## src/hdl/cw_io_settings.svh

```systemverilog
`ifndef CW_IO_SETTINGS_SVH
`define CW_IO_SETTINGS_SVH

// register bus widths
`define CW_ADDR_WIDTH         8
`define CW_BYTECNT_WIDTH      7
`define CW_DATA_WIDTH         8

// target side sizes
`define CW_NUM_PINS           4
`define CW_NUM_TRIG_SRC       6     // aux, nrst, io1, io2, io3, io4
`define CW_OC_PIN             2     // pin 3, only one with forced low / open collector

// register map
`define CW_TRIGSRC_ADDR       8'h27 // source mask + combine mode
`define CW_TRIGMOD_ADDR       8'h28 // trigger module select
`define CW_IOROUTE_ADDR       8'h37 // routing, 8 bytes by byte count
`define CW_IOREAD_ADDR        8'h3b // sampled pin levels, read only
`define CW_IOROUTE_BYTES      8

// reset values
`define CW_TRIGSRC_RESET      8'h20 // or of io4 alone
`define CW_TRIGMOD_RESET      8'h00 // edge module
`define CW_IOROUTE_RESET      64'h0000_0000_0000_0201 // pin 1 tx, pin 2 rx

// trigsrc fields
`define CW_TRIGSRC_MODE_LSB   6     // mode in [7:6], mask in [5:0]

// routing byte bits, bytes 0..3 are pins 1..4
`define ROUTE_TX              0
`define ROUTE_RX              1
`define ROUTE_LOW             4     // pin 3 only
`define ROUTE_OC              5     // pin 3 only
`define ROUTE_LEVEL           6
`define ROUTE_GPIO            7

// extra routing bytes
`define CW_EXTRA_BYTE         5
`define CW_AVRPROG_BIT        0
`define CW_POWER_OFF_BIT      1
`define CW_GPIO_BYTE          6     // {pdic, pdic_en, pdid, pdid_en, nrst, nrst_en}

`endif

```

## src/hdl/cw_io_pkg.sv

```systemverilog
package cw_io_pkg;

   // how the enabled external sources are merged, trigsrc[7:6]
   typedef enum logic [1:0] {
      COMBINE_OR   = 2'b00,
      COMBINE_AND  = 2'b01,
      COMBINE_NAND = 2'b10,
      COMBINE_OFF  = 2'b11  // trigger_ext held low
   } trig_combine_e;

   // trigger module feeding trigger_o, trigmod[2:0]
   typedef enum logic [2:0] {
      MOD_EDGE      = 3'b000, // combined external trigger
      MOD_ADVIO     = 3'b001,
      MOD_SAD       = 3'b010,
      MOD_DECODEDIO = 3'b011,
      MOD_TRACE     = 3'b100,
      MOD_ADC       = 3'b101,
      MOD_EDGE_DET  = 3'b110,
      MOD_NONE      = 3'b111  // no trigger
   } trig_module_e;

endpackage

```

## src/hdl/cw_reg_file.sv

```systemverilog
`timescale 1ns/100ps
`include "cw_io_settings.svh"

module cw_reg_file
   import cw_io_pkg::*;
(
   input  logic                          clk_usb,
   input  logic                          reset,

   // register bus
   input  logic [`CW_ADDR_WIDTH-1:0]     reg_address_i,
   input  logic [`CW_BYTECNT_WIDTH-1:0]  reg_bytecnt_i,
   input  logic [`CW_DATA_WIDTH-1:0]     reg_data_i,
   input  logic                          reg_read_i,
   input  logic                          reg_write_i,
   output logic [`CW_DATA_WIDTH-1:0]     reg_data_o,

   // sampled pins for ioread
   input  logic [`CW_NUM_PINS-1:0]       io_sample_i,

   // trigger config
   output logic [`CW_NUM_TRIG_SRC-1:0]   trig_src_en_o,
   output trig_combine_e                 trig_combine_o,
   output trig_module_e                  trig_module_o,

   // io config
   output logic [8*`CW_NUM_PINS-1:0]     pin_route_o,
   output logic                          power_off_req_o,
   output logic                          avrprog_en_o,
   output logic [2:0]                    extra_gpio_oe_o,   // pdic, pdid, nrst
   output logic [2:0]                    extra_gpio_o
);

   logic [`CW_DATA_WIDTH-1:0]  trigsrc_q;
   logic [`CW_DATA_WIDTH-1:0]  trigmod_q;
   logic [63:0]                ioroute_q;      // 8 routing bytes
   logic                       route_byte_ok;  // bytecnt within 0..7
   logic [5:0]                 route_lsb;      // bit offset of addressed byte
   logic [7:0]                 extra_byte;
   logic [7:0]                 gpio_byte;

   assign route_byte_ok = (reg_bytecnt_i < `CW_BYTECNT_WIDTH'(`CW_IOROUTE_BYTES));
   assign route_lsb     = {reg_bytecnt_i[2:0], 3'b000};

   // writes land on the next edge
   always_ff @(posedge clk_usb) begin
      if (reset) begin
         trigsrc_q <= `CW_TRIGSRC_RESET;
         trigmod_q <= `CW_TRIGMOD_RESET;
         ioroute_q <= `CW_IOROUTE_RESET;
      end else if (reg_write_i) begin
         case (reg_address_i)
            `CW_TRIGSRC_ADDR: trigsrc_q <= reg_data_i;
            `CW_TRIGMOD_ADDR: trigmod_q <= reg_data_i;
            `CW_IOROUTE_ADDR: begin
               if (route_byte_ok) ioroute_q[route_lsb +: 8] <= reg_data_i; // high bytecnt dropped
            end
            default: ;                              // unknown or read-only address
         endcase
      end
   end

   // read byte, zero when idle
   always_comb begin
      reg_data_o = '0;
      if (reg_read_i) begin
         case (reg_address_i)
            `CW_TRIGSRC_ADDR: reg_data_o = trigsrc_q;
            `CW_TRIGMOD_ADDR: reg_data_o = trigmod_q;
            `CW_IOROUTE_ADDR: begin
               if (route_byte_ok) reg_data_o = ioroute_q[route_lsb +: 8];
            end
            `CW_IOREAD_ADDR:  reg_data_o = `CW_DATA_WIDTH'(io_sample_i); // zero extended
            default:          reg_data_o = '0;
         endcase
      end
   end

   // trigger fields
   assign trig_src_en_o  = trigsrc_q[`CW_NUM_TRIG_SRC-1:0];
   assign trig_combine_o = trig_combine_e'(trigsrc_q[`CW_TRIGSRC_MODE_LSB +: 2]);
   assign trig_module_o  = trig_module_e'(trigmod_q[2:0]);   // upper bits kept for readback

   // pin routing, bytes 0..3
   assign pin_route_o = ioroute_q[8*`CW_NUM_PINS-1:0];

   // byte 5, avr prog and target power
   assign extra_byte      = ioroute_q[`CW_EXTRA_BYTE*8 +: 8];
   assign avrprog_en_o    = extra_byte[`CW_AVRPROG_BIT];
   assign power_off_req_o = extra_byte[`CW_POWER_OFF_BIT];

   // byte 6, enable/level pairs
   assign gpio_byte       = ioroute_q[`CW_GPIO_BYTE*8 +: 8];
   assign extra_gpio_oe_o = {gpio_byte[4], gpio_byte[2], gpio_byte[0]};
   assign extra_gpio_o    = {gpio_byte[5], gpio_byte[3], gpio_byte[1]};

endmodule

```

## src/hdl/trigger_select.sv

```systemverilog
`timescale 1ns/100ps
`include "cw_io_settings.svh"

module trigger_select
   import cw_io_pkg::*;
(
   // config from register file
   input  logic [`CW_NUM_TRIG_SRC-1:0] trig_src_en_i,
   input  trig_combine_e               trig_combine_i,
   input  trig_module_e                trig_module_i,

   // external sources
   input  logic                        trigger_aux_i,
   input  logic                        trigger_nrst_i,
   input  logic [`CW_NUM_PINS-1:0]     trigger_io_i,     // io1 in bit 0

   // module triggers
   input  logic                        trigger_advio_i,
   input  logic                        trigger_sad_i,
   input  logic                        trigger_decodedio_i,
   input  logic                        trigger_trace_i,
   input  logic                        trigger_adc_i,
   input  logic                        trigger_edge_i,

   output logic                        trigger_o,
   output logic                        trigger_ext_o,
   output logic                        decodeio_active_o,
   output logic                        sad_active_o,
   output logic                        edge_trigger_active_o
);

   logic [`CW_NUM_TRIG_SRC-1:0] src;  // same order as the mask
   logic                        src_or;
   logic                        src_and;

   assign src = {trigger_io_i, trigger_nrst_i, trigger_aux_i};

   assign src_or  = |(src & trig_src_en_i);
   assign src_and = &(src | ~trig_src_en_i);  // disabled source reads as 1

   always_comb begin
      case (trig_combine_i)
         COMBINE_OR:   trigger_ext_o = src_or;
         COMBINE_AND:  trigger_ext_o = src_and;
         COMBINE_NAND: trigger_ext_o = ~src_and;
         default:      trigger_ext_o = 1'b0;      // off
      endcase
   end

   // module mux, purely combinational
   always_comb begin
      case (trig_module_i)
         MOD_EDGE:      trigger_o = trigger_ext_o;
         MOD_ADVIO:     trigger_o = trigger_advio_i;
         MOD_SAD:       trigger_o = trigger_sad_i;
         MOD_DECODEDIO: trigger_o = trigger_decodedio_i;
         MOD_TRACE:     trigger_o = trigger_trace_i;
         MOD_ADC:       trigger_o = trigger_adc_i;
         MOD_EDGE_DET:  trigger_o = trigger_edge_i;
         default:       trigger_o = 1'b0;         // none
      endcase
   end

   // one hot by construction, one enum value each
   assign decodeio_active_o     = (trig_module_i == MOD_DECODEDIO);
   assign sad_active_o          = (trig_module_i == MOD_SAD);
   assign edge_trigger_active_o = (trig_module_i == MOD_EDGE_DET);

endmodule

```

## src/hdl/target_io_router.sv

```systemverilog
`timescale 1ns/100ps
`include "cw_io_settings.svh"

module target_io_router (
   input  logic                        clk_usb,
   input  logic                        reset,

   // config from register file
   input  logic [8*`CW_NUM_PINS-1:0]   pin_route_i,      // one byte per pin
   input  logic                        power_off_req_i,
   input  logic                        avrprog_en_i,
   input  logic [2:0]                  extra_gpio_oe_i,
   input  logic [2:0]                  extra_gpio_i,

   // target pins, split tri-state
   input  logic [`CW_NUM_PINS-1:0]     targetio_i,
   output logic [`CW_NUM_PINS-1:0]     targetio_o,
   output logic [`CW_NUM_PINS-1:0]     targetio_oe_o,

   input  logic                        uart_tx_i,
   output logic                        uart_rx_o,

   output logic                        targetpower_off_o,
   output logic [`CW_NUM_PINS-1:0]     io_sample_o,      // to ioread
   output logic                        enable_avrprog_o,
   output logic [2:0]                  extra_gpio_oe_o,  // pdic, pdid, nrst
   output logic [2:0]                  extra_gpio_o
);

   logic                     power_off_q;
   logic [`CW_NUM_PINS-1:0]  io_sample_q;

   // power register, one edge behind the request
   always_ff @(posedge clk_usb) begin
      if (reset) begin
         power_off_q <= 1'b0;
      end else begin
         power_off_q <= power_off_req_i;
      end
   end

   // pin levels seen one cycle later
   always_ff @(posedge clk_usb) begin
      if (reset) begin
         io_sample_q <= '0;
      end else begin
         io_sample_q <= targetio_i;
      end
   end

   // pin drivers, first matching rule wins
   always_comb begin
      for (int p = 0; p < `CW_NUM_PINS; p++) begin
         targetio_o[p]    = 1'b0;
         targetio_oe_o[p] = 1'b0;                 // default high-z
         if (power_off_q) begin
            targetio_oe_o[p] = 1'b0;              // target unpowered, never drive
         end else if (pin_route_i[p*8 + `ROUTE_TX]) begin
            targetio_o[p]    = uart_tx_i;
            targetio_oe_o[p] = 1'b1;
         end else if ((p == `CW_OC_PIN) && pin_route_i[p*8 + `ROUTE_LOW]) begin
            targetio_oe_o[p] = 1'b1;              // forced low
         end else if ((p == `CW_OC_PIN) && pin_route_i[p*8 + `ROUTE_OC]) begin
            targetio_oe_o[p] = ~uart_tx_i;        // pull low only, release on 1
         end else if (pin_route_i[p*8 + `ROUTE_GPIO]) begin
            targetio_o[p]    = pin_route_i[p*8 + `ROUTE_LEVEL];
            targetio_oe_o[p] = 1'b1;
         end
      end
   end

   // rx from lowest numbered rx pin, idle high if none
   always_comb begin
      uart_rx_o = 1'b1;
      for (int p = `CW_NUM_PINS - 1; p >= 0; p--) begin
         if (pin_route_i[p*8 + `ROUTE_RX]) uart_rx_o = targetio_i[p]; // lower pin overrides
      end
   end

   assign targetpower_off_o = power_off_q;
   assign io_sample_o       = io_sample_q;

   // straight register bits
   assign enable_avrprog_o = avrprog_en_i;
   assign extra_gpio_oe_o  = extra_gpio_oe_i;
   assign extra_gpio_o     = extra_gpio_i;

endmodule

```

## src/hdl/cw_io_top.sv

```systemverilog
`timescale 1ns/100ps
`include "cw_io_settings.svh"

module cw_io_top
   import cw_io_pkg::*;
(
   input  logic                          clk_usb,
   input  logic                          reset,

   // register bus
   input  logic [`CW_ADDR_WIDTH-1:0]     reg_address_i,
   input  logic [`CW_BYTECNT_WIDTH-1:0]  reg_bytecnt_i,
   input  logic [`CW_DATA_WIDTH-1:0]     reg_data_i,
   input  logic                          reg_read_i,
   input  logic                          reg_write_i,
   output logic [`CW_DATA_WIDTH-1:0]     reg_data_o,

   // triggers
   input  logic                          trigger_aux_i,   // aux mcx
   input  logic                          trigger_nrst_i,
   input  logic [`CW_NUM_PINS-1:0]       trigger_io_i,
   input  logic                          trigger_advio_i,
   input  logic                          trigger_sad_i,
   input  logic                          trigger_decodedio_i,
   input  logic                          trigger_trace_i,
   input  logic                          trigger_adc_i,
   input  logic                          trigger_edge_i,
   output logic                          trigger_o,
   output logic                          trigger_ext_o,
   output logic                          decodeio_active_o,
   output logic                          sad_active_o,
   output logic                          edge_trigger_active_o,

   // target pins
   input  logic [`CW_NUM_PINS-1:0]       targetio_i,
   output logic [`CW_NUM_PINS-1:0]       targetio_o,
   output logic [`CW_NUM_PINS-1:0]       targetio_oe_o,
   input  logic                          uart_tx_i,
   output logic                          uart_rx_o,
   output logic                          targetpower_off_o,
   output logic                          enable_avrprog_o,
   output logic [2:0]                    extra_gpio_oe_o, // pdic, pdid, nrst
   output logic [2:0]                    extra_gpio_o
);

   logic [`CW_NUM_TRIG_SRC-1:0]  trig_src_en;
   trig_combine_e                trig_combine;
   trig_module_e                 trig_module;
   logic [8*`CW_NUM_PINS-1:0]    pin_route;
   logic                         power_off_req;
   logic                         avrprog_en;
   logic [2:0]                   gpio_oe;
   logic [2:0]                   gpio_out;
   logic [`CW_NUM_PINS-1:0]      io_sample;

   // registers and read mux
   cw_reg_file cw_reg_file_inst (
      .clk_usb         (clk_usb),
      .reset           (reset),
      .reg_address_i   (reg_address_i),
      .reg_bytecnt_i   (reg_bytecnt_i),
      .reg_data_i      (reg_data_i),
      .reg_read_i      (reg_read_i),
      .reg_write_i     (reg_write_i),
      .reg_data_o      (reg_data_o),
      .io_sample_i     (io_sample),
      .trig_src_en_o   (trig_src_en),
      .trig_combine_o  (trig_combine),
      .trig_module_o   (trig_module),
      .pin_route_o     (pin_route),
      .power_off_req_o (power_off_req),
      .avrprog_en_o    (avrprog_en),
      .extra_gpio_oe_o (gpio_oe),
      .extra_gpio_o    (gpio_out)
   );

   // combiner and module mux
   trigger_select trigger_select_inst (
      .trig_src_en_i         (trig_src_en),
      .trig_combine_i        (trig_combine),
      .trig_module_i         (trig_module),
      .trigger_aux_i         (trigger_aux_i),
      .trigger_nrst_i        (trigger_nrst_i),
      .trigger_io_i          (trigger_io_i),
      .trigger_advio_i       (trigger_advio_i),
      .trigger_sad_i         (trigger_sad_i),
      .trigger_decodedio_i   (trigger_decodedio_i),
      .trigger_trace_i       (trigger_trace_i),
      .trigger_adc_i         (trigger_adc_i),
      .trigger_edge_i        (trigger_edge_i),
      .trigger_o             (trigger_o),
      .trigger_ext_o         (trigger_ext_o),
      .decodeio_active_o     (decodeio_active_o),
      .sad_active_o          (sad_active_o),
      .edge_trigger_active_o (edge_trigger_active_o)
   );

   // pins, rx, power
   target_io_router target_io_router_inst (
      .clk_usb           (clk_usb),
      .reset             (reset),
      .pin_route_i       (pin_route),
      .power_off_req_i   (power_off_req),
      .avrprog_en_i      (avrprog_en),
      .extra_gpio_oe_i   (gpio_oe),
      .extra_gpio_i      (gpio_out),
      .targetio_i        (targetio_i),
      .targetio_o        (targetio_o),
      .targetio_oe_o     (targetio_oe_o),
      .uart_tx_i         (uart_tx_i),
      .uart_rx_o         (uart_rx_o),
      .targetpower_off_o (targetpower_off_o),
      .io_sample_o       (io_sample),
      .enable_avrprog_o  (enable_avrprog_o),
      .extra_gpio_oe_o   (extra_gpio_oe_o),
      .extra_gpio_o      (extra_gpio_o)
   );

endmodule

```

## config.mk

```make
export PLATFORM = sky130hd
export DESIGN_NAME = cw_io_top
export DESIGN_NICKNAME = d
export VERILOG_FILES = /design/src/hdl/cw_io_pkg.sv /design/src/hdl/cw_reg_file.sv /design/src/hdl/trigger_select.sv /design/src/hdl/target_io_router.sv /design/src/hdl/cw_io_top.sv
export VERILOG_INCLUDE_DIRS = /design/src /design/src/hdl
export SDC_FILE = /design/constraint.sdc
export NUM_CORES = 1
export LEC_CHECK = 0
export ABC_CLOCK_PERIOD_IN_PS = 5200
export BUFFER_PORTS_ARGS = -buffer_cell sky130_fd_sc_hd__buf_2
export CORE_UTILIZATION = 55
export DETAILED_ROUTE_END_ITERATION = 10
export PLACE_DENSITY = 0.78
export SLEW_MARGIN = 20
export SYNTH_ARGS = -nofsm -noshare
export SYNTH_HDL_FRONTEND = slang
export SYNTH_SLANG_ARGS = --single-unit
export TNS_END_PERCENT = 30
```

## constraint.sdc

```tcl
create_clock -name clk_usb -period 5.2 [get_ports clk_usb]
set_clock_uncertainty 0.2 [all_clocks]
set_input_delay 1.04 -clock clk_usb [delete_from_list [all_inputs] [get_ports clk_usb]]
set_output_delay 1.04 -clock clk_usb [all_outputs]
set_load 0.02 [all_outputs]
```

==> out/metrics.yaml, run 1 <==
yosys:
  synthMuxAreaShare_pct: 16.3
  yosysSeqAreaShare_pct: 37.3
  synth_area_leaders: "dfxtp_1 37%, mux2i_1 7.5%, nand2_1 6.2%"
  syn_nets: 560
  yosysTopAreaCell: "dfxtp_1"
  ys.flop_type: "dfxtp_1"
  syn_avg_cell_area_sq_um: 8.92
  synthXorXnorAreaFrac_pct: 0
  synth_top_area_share_pct: 37.3
  synth_top_family_by_area: "simple AND/OR/NAND/NOR gates"
  ys_seq_elements: 85
  synth-edff-count: 0
  async_flop_share_pct: 0
  synth_compound_area_share_pct: 11.8
  synth_fa_ha_area_share_pct: 1.37
  yosys.area_share.simple_pct: 27.3
  syn-cell-area_sq_um: 4560
  ys_warn_count: 0
  ys_types: 52
  synth_cells: 511
grt:
  antenna_found_initial: 0
  grt_use_total_pct: 30.6
  grt-ovfl-total: 0
  grt_max_degree: 54
  grt_pass1_wl_mm: 20.3
  grt_pass1_vias: 3910
final_layout:
  syn_to_final_growth_pct: 12.1
  layoutNonFillerInstCount: 663
  nFillCells: 675
  fin_nets: 606
  drive_gt1_share_pct: 20.3
  diodes: 0
clock_tree:
  cts_buffer_depth: 2
  cts-resized-gates: 0
  cts_tree: "done"
  clk_pin_slew_ps: 80
  cts_setup_buffers: 0
  ctsHoldBuffers: 0
  clock-sinks: 85
  clk_latency_ps: 350
  clockRootBuffer: "clkbuf_8"
  numCtsBuffers: 9
  htreeDepth: 3
detailed_routing:
  wl_per_cell_microns: 18.9
  drtIter0Drc: 544
  dr_total_vias: 4108
  drt-total-wl_mm: 12.6
  ant_nets: 0
  drc_errors: 0
  dr.pass1.iters: 7
  viasPerCell: 6.20
floorplanning:
  die_area_sq_um: 8650
  dieWidth_microns: 93.0
  die_h_microns: 93.0
  start_util_pct: 57.8
  ios: 74
  row_count: 32
  coreArea_sq_um: 7890
timing:
  rsz0062_at_grt: "no"
  fmax_mhz: 240
  relSlewSlack_pct: 28.7
  tightest_slew_ps: 1070
  timing.final.crit_share_pct: 80.3
  finalHoldViolations: 0
  finalMaxSlewViolations: 0
  finalSetupTns_ps: 0
  setup_viol: 0
  period_minus_slack_ps: 4170
placed_design:
  io_buffers: 73
  dp_cells: 648
  hpwl_mm: 8.81
  gp_congestion: 0.882
power:
  p_per_area_nw_per_um2: 270
  peakVddDrop_mv: 0.259
  p_leak_nw: 2.07
critical_path:
  worstSetupEndpointType: "output pin"
  crit_slowest_cell: "mux4_2"
  worst_setup_path_start_kind: "primary input"
  slowest_delay_ps: 580
  arrival_ps: 2930
  crit_chain: "buf_2, mux4_2, nand2_1, nand2_1, a222oi_1, nor2b_1, buf_2"
  worstPathRequired_ps: 3960
  cp.buffers_inverters: 2
  cp_top_family: "buffers and inverters"
  crit_type: "primary input to output pin"
  critPathMaxFanout: 25
run_status:
  status: "completed"
worst_hold_path:
  hold_class: "flip-flop to flip-flop"
run:
  maxCapViolations: 0
==> registers in the layout (all words and copies together), names as in the netlist <==
signal	flops
cw_reg_file_inst.ioroute_q	64
cw_reg_file_inst.trigmod_q	8
cw_reg_file_inst.trigsrc_q	8
target_io_router_inst.io_sample_o	4
target_io_router_inst.targetpower_off_o	1
==> final cells by class <==
class                   instances  area [sq um]  share of cell area (%)
multi-input cells             373          2580                    50.6
flip-flops and latches         85          1700                    33.3
repair buffers                 76           388                    7.60
clock buffers                  11           141                    2.77
well taps                     102           128                    2.50
clock inverters                 4           120                    2.35
inverters                      12          45.0                   0.882
==> synth_stat cells (3+ instances only) <==
cell	n
nand3_1	13
dfxtp_1	85
nand3b_1	29
o21ai_0	27
mux2i_1	34
buf_6	3
or2_2	4
a22o_1	4
nor2b_1	9
and3_1	10
mux4_2	8
buf_4	7
a22oi_1	8
nand4_1	8
nor3b_1	5
nand2_1	75
a21oi_1	31
a21boi_0	3
or3_1	3
buf_2	11
a211o_1	3
nor3_1	7
clkbuf_1	19
inv_1	10
ha_1	5
mux4_1	8
nor2_1	42
o22ai_1	7
==> cells by family (layout without fill, tap and decap cells) <==
family	after synthesis	in the layout
AND/OR/NAND/NOR	227	227
AO/OA/AOI/OAI	90	90
flip-flops	85	85
buffers and inverters	53	103
multiplexers	51	51
adder cells (fa/ha/maj)	5	5
==> worst paths after layout <==
check,cells after the start,slack [ps],end,from
worst min register to register,2,250,cw_reg_file_inst.ioroute_q[55],cw_reg_file_inst.ioroute_q[55]
worst max register to register,2,4110,cw_reg_file_inst.ioroute_q[0],cw_reg_file_inst.ioroute_q[0]
worst max-delay path,7,1030,reg_data_o[3],reg_bytecnt_i[0]
worst min-delay path,2,250,cw_reg_file_inst.ioroute_q[55],cw_reg_file_inst.ioroute_q[55]
==> worst reg2reg max path: stages (launching register included) <==
cell and delay [ps]:
dfxtp_1 360, nor2b_2 170, a211o_1 260
==> cells in the final DEF (no fill, tap or decap), drive strengths merged, types with 7 or more instances in the layout <==
cell | Yosys | final
and3 | 11 | 11
nor2 | 42 | 42
nand4 | 8 | 8
buf | 22 | 76
nor3 | 9 | 9
nand3b | 29 | 29
mux4 | 16 | 16
nand2 | 75 | 75
dfxtp | 85 | 85
a22oi | 8 | 8
nor2b | 10 | 10
mux2i | 34 | 34
nand3 | 15 | 15
a21oi | 31 | 31
clkbuf | 19 | 11
inv | 12 | 12
o21ai | 27 | 27
o22ai | 7 | 7
==> per-layer routing <==
layer / share of wire (%) / vias to the layer above / track usage, %
met4: 2.5 / 0 / 11.4
met3: 9.4 / 23 / 7.24
met1: 42 / 1925 / 42.4
met5: 0 / - / 0
li1: - / 1921 / -
met2: 46 / 239 / 46.4
==> metrics by stage <==
| stage | area (sq um) | utilization, % | hold WS [ps] | worst slack, ps | power, mW |
|---|---|---|---|---|---|
| 4_1_cts | 5110 | 64.7 | 255 | 1020 | 1.38 |
| 3_5_place_dp | 4840 | 61.4 | 243 | 1010 | 0.777 |
| 5_1_grt | 5110 | 64.7 | 282 | 856 | 1.42 |
| 6_report | 5110 | 64.7 | 252 | 1030 | 1.38 |
| 3_3_place_gp | 4840 | 61.4 | 236 | 1060 | 0.775 |
| 2_1_floorplan | 4560 | - | 227 | 1500 | 0.735 |
==> where the power goes <==
group,total (mW),switching (mW),internal (mW)
clock network,0.613,0.234,0.379
registers,0.653,0.000630,0.652
logic,0.112,0.0726,0.0391
Note: power is estimated with default switching activity, not from simulation.
==> inputs of run 2 (changes only) <==
Settings changed: ABC_CLOCK_PERIOD_IN_PS 5200 to 3900.
Clock period 5.2 ns to 3.9 ns, I/O delays scaled along.
==> run 2 against run 1 <==
Against the previous run: combinational power increased by 38%; critical path depth unchanged; wire length increased by 1.0%; non-clock buffer count increased by 10; final cell count increased by 1.7%; core utilization increased by 0.41 points; cell area increased by 0.64%; clock-buffer cell count unchanged; worst setup slack got worse by 610 ps; largest power group unchanged.
==> out/metrics.yaml, run 2 (synthesis gave the netlist of run 1 again) <==
run_status:
  status: "completed"  # unchanged
final_layout:
  layout_common_cells: "85 x dfxtp_1, 75 x nand2_1, 73 x buf_2"  # unchanged
  multi_input_area_sq_um: 2580  # unchanged
  largest_register_ff_count: 64  # unchanged
  syn_to_final_growth_pct: 12.8  # was 12.1%
  fin_area_sq_um: 5140  # was 5110 sq um
  diodes: 0  # unchanged
  seq_area_sq_um: 1700  # unchanged
  final_common_cell: "dfxtp_1"  # unchanged
  nFillCells: 661  # was 675
  fin_nets: 616  # was 606
  regMostFlops: "cw_reg_file_inst.ioroute_q"  # unchanged
  drive_gt1_share_pct: 22.0  # was 20.3%
  largestRegisters: "cw_reg_file_inst.ioroute_q (64), cw_reg_file_inst.trigmod_q (8), cw_reg_file_inst.trigsrc_q (8)"  # unchanged
detailed_routing:
  wl_per_cell_microns: 18.8  # was 18.9 microns
  drtIter0Drc: 337  # was 544
  drc_errors: 0  # unchanged
  viasPerCell: 6.22  # was 6.20
  dr_total_vias: 4190  # was 4108
  ant_nets: 0  # unchanged
  drt-total-wl_mm: 12.7  # was 12.6 mm
  dr.pass1.iters: 5  # was 7
floorplanning:
  start_util_pct: 57.8  # unchanged
  die_h_microns: 93.0  # unchanged
  dieWidth_microns: 93.0  # unchanged
  die_area_sq_um: 8650  # unchanged
  coreArea_sq_um: 7890  # unchanged
  row_count: 32  # unchanged
  ios: 74  # unchanged
clock_tree:
  clock-sinks: 85  # unchanged
  numCtsBuffers: 9  # unchanged
  clk_latency_ps: 360  # was 350 ps
  cts_buffer_depth: 2  # unchanged
  cts_tree: "done"  # unchanged
  cts_setup_buffers: 0  # unchanged
  cts-resized-gates: 0  # unchanged
  htreeDepth: 3  # unchanged
  clockRootBuffer: "clkbuf_8"  # unchanged
  ctsHoldBuffers: 0  # unchanged
  clk_pin_slew_ps: 90  # was 80 ps
critical_path:
  crit_type: "primary input to output pin"  # unchanged
  crit_slowest_cell: "mux4_2"  # unchanged
  cp_top_family: "buffers and inverters"  # unchanged
  cp.buffers_inverters: 2  # unchanged
  slowest_delay_ps: 570  # was 580 ps
  worstPathRequired_ps: 2920  # was 3960 ps
  worstSetupEndpointType: "output pin"  # unchanged
  crit_chain: "buf_2, mux4_2, nand2_1, nand2_1, a222oi_1, nor2b_1, buf_2"  # unchanged
  worst_setup_path_start_kind: "primary input"  # unchanged
  arrival_ps: 2510  # was 2930 ps
  critPathMaxFanout: 15  # was 25
grt:
  grt_pass1_vias: 3956  # was 3910
  grt-ovfl-total: 0  # unchanged
  grt_use_total_pct: 30.4  # was 30.6%
  grt_max_degree: 70  # was 54
  grt_pass1_wl_mm: 20.1  # was 20.3 mm
  antenna_found_initial: 0  # unchanged
timing:
  relSlewSlack_pct: 57.3  # was 28.7%
  finalSetupTns_ps: 0  # unchanged
  rsz0062_at_grt: "no"  # unchanged
  fmax_mhz: 287
  setup_viol: 0  # unchanged
  finalHoldViolations: 0  # unchanged
  tightest_slew_ps: 633  # was 1070 ps
  finalMaxSlewViolations: 0  # unchanged
  timing.final.crit_share_pct: 89.4
  period_minus_slack_ps: 3490
placed_design:
  placed_cell_area_sq_um: 4920  # was 4840 sq um
  io_buffers: 73  # unchanged
  hpwl_mm: 9.22  # was 8.81 mm
  gp_congestion: 0.966  # was 0.882
power:
  p_per_area_nw_per_um2: 330  # was 270 nW/um^2
  p_leak_nw: 2.10  # was 2.07 nW
  peakVddDrop_mv: 0.286  # was 0.259 mV
worst_hold_path:
  hold_class: "flip-flop to flip-flop"  # unchanged
run:
  maxCapViolations: 0  # unchanged
[run 2: cell types whose count changed in the layout (fill, tap and decap cells not counted)]
cell	previous run	this run
inv_8	0	1
buf_4	3	13
bufinv_16	4	1
clkbuf_1	1	0
clkinv_4	0	3
clkbuf_8	10	11
[run 2: cell type report]
class                      count  share of cell area (%)
clock buffer                  11                    2.95
clock inverter                 5                    1.31
inverter                      12                   0.877
multi-input combinational    373                    50.3
sequential                    85                    33.1
tap                          102                    2.48
timing repair buffer          86                    9.01
[run 2: through the flow]
step           setup slack, ps  power [mW]  cells  hold WS, ps  util, %
2_1_floorplan              723       0.980    511          227        -
3_3_place_gp               488        1.04    658          236     62.4
3_5_place_dp               428        1.04    658          247     62.4
4_1_cts                    420        1.70    674          260     65.1
5_1_grt                    313        1.75    674          286     65.1
6_report                   412        1.69    674          260     65.1
[run 2: path summary, 6_finish.rpt]
kind | startpoint | end | slack, ps | depth (start not counted)
setup / recovery | reg_bytecnt_i[0] | reg_data_o[3] | 410 | 7
hold / removal | cw_reg_file_inst.trigmod_q[7] | cw_reg_file_inst.trigmod_q[7] | 260 | 2
setup reg to reg | cw_reg_file_inst.ioroute_q[0] | cw_reg_file_inst.ioroute_q[0] | 2790 | 2
hold reg to reg | cw_reg_file_inst.trigmod_q[7] | cw_reg_file_inst.trigmod_q[7] | 260 | 2
[run 2: worst register-to-register path, cell delays in order (launching register included)]
cell and delay [ps]:
dfxtp_1 370, nor2b_2 170, a211o_1 260
[run 2: where the power goes]
part	switching, mW	internal, mW
sequential	0.000840	0.869
combinational	0.0972	0.0567
clock	0.331	0.339
[run 2: routing by layer]
layer	wire, microns	GRT usage (%)
met4	313	12.2
met5	0	0
met1	5160	39.6
met3	1220	5.53
met2	5990	49.9
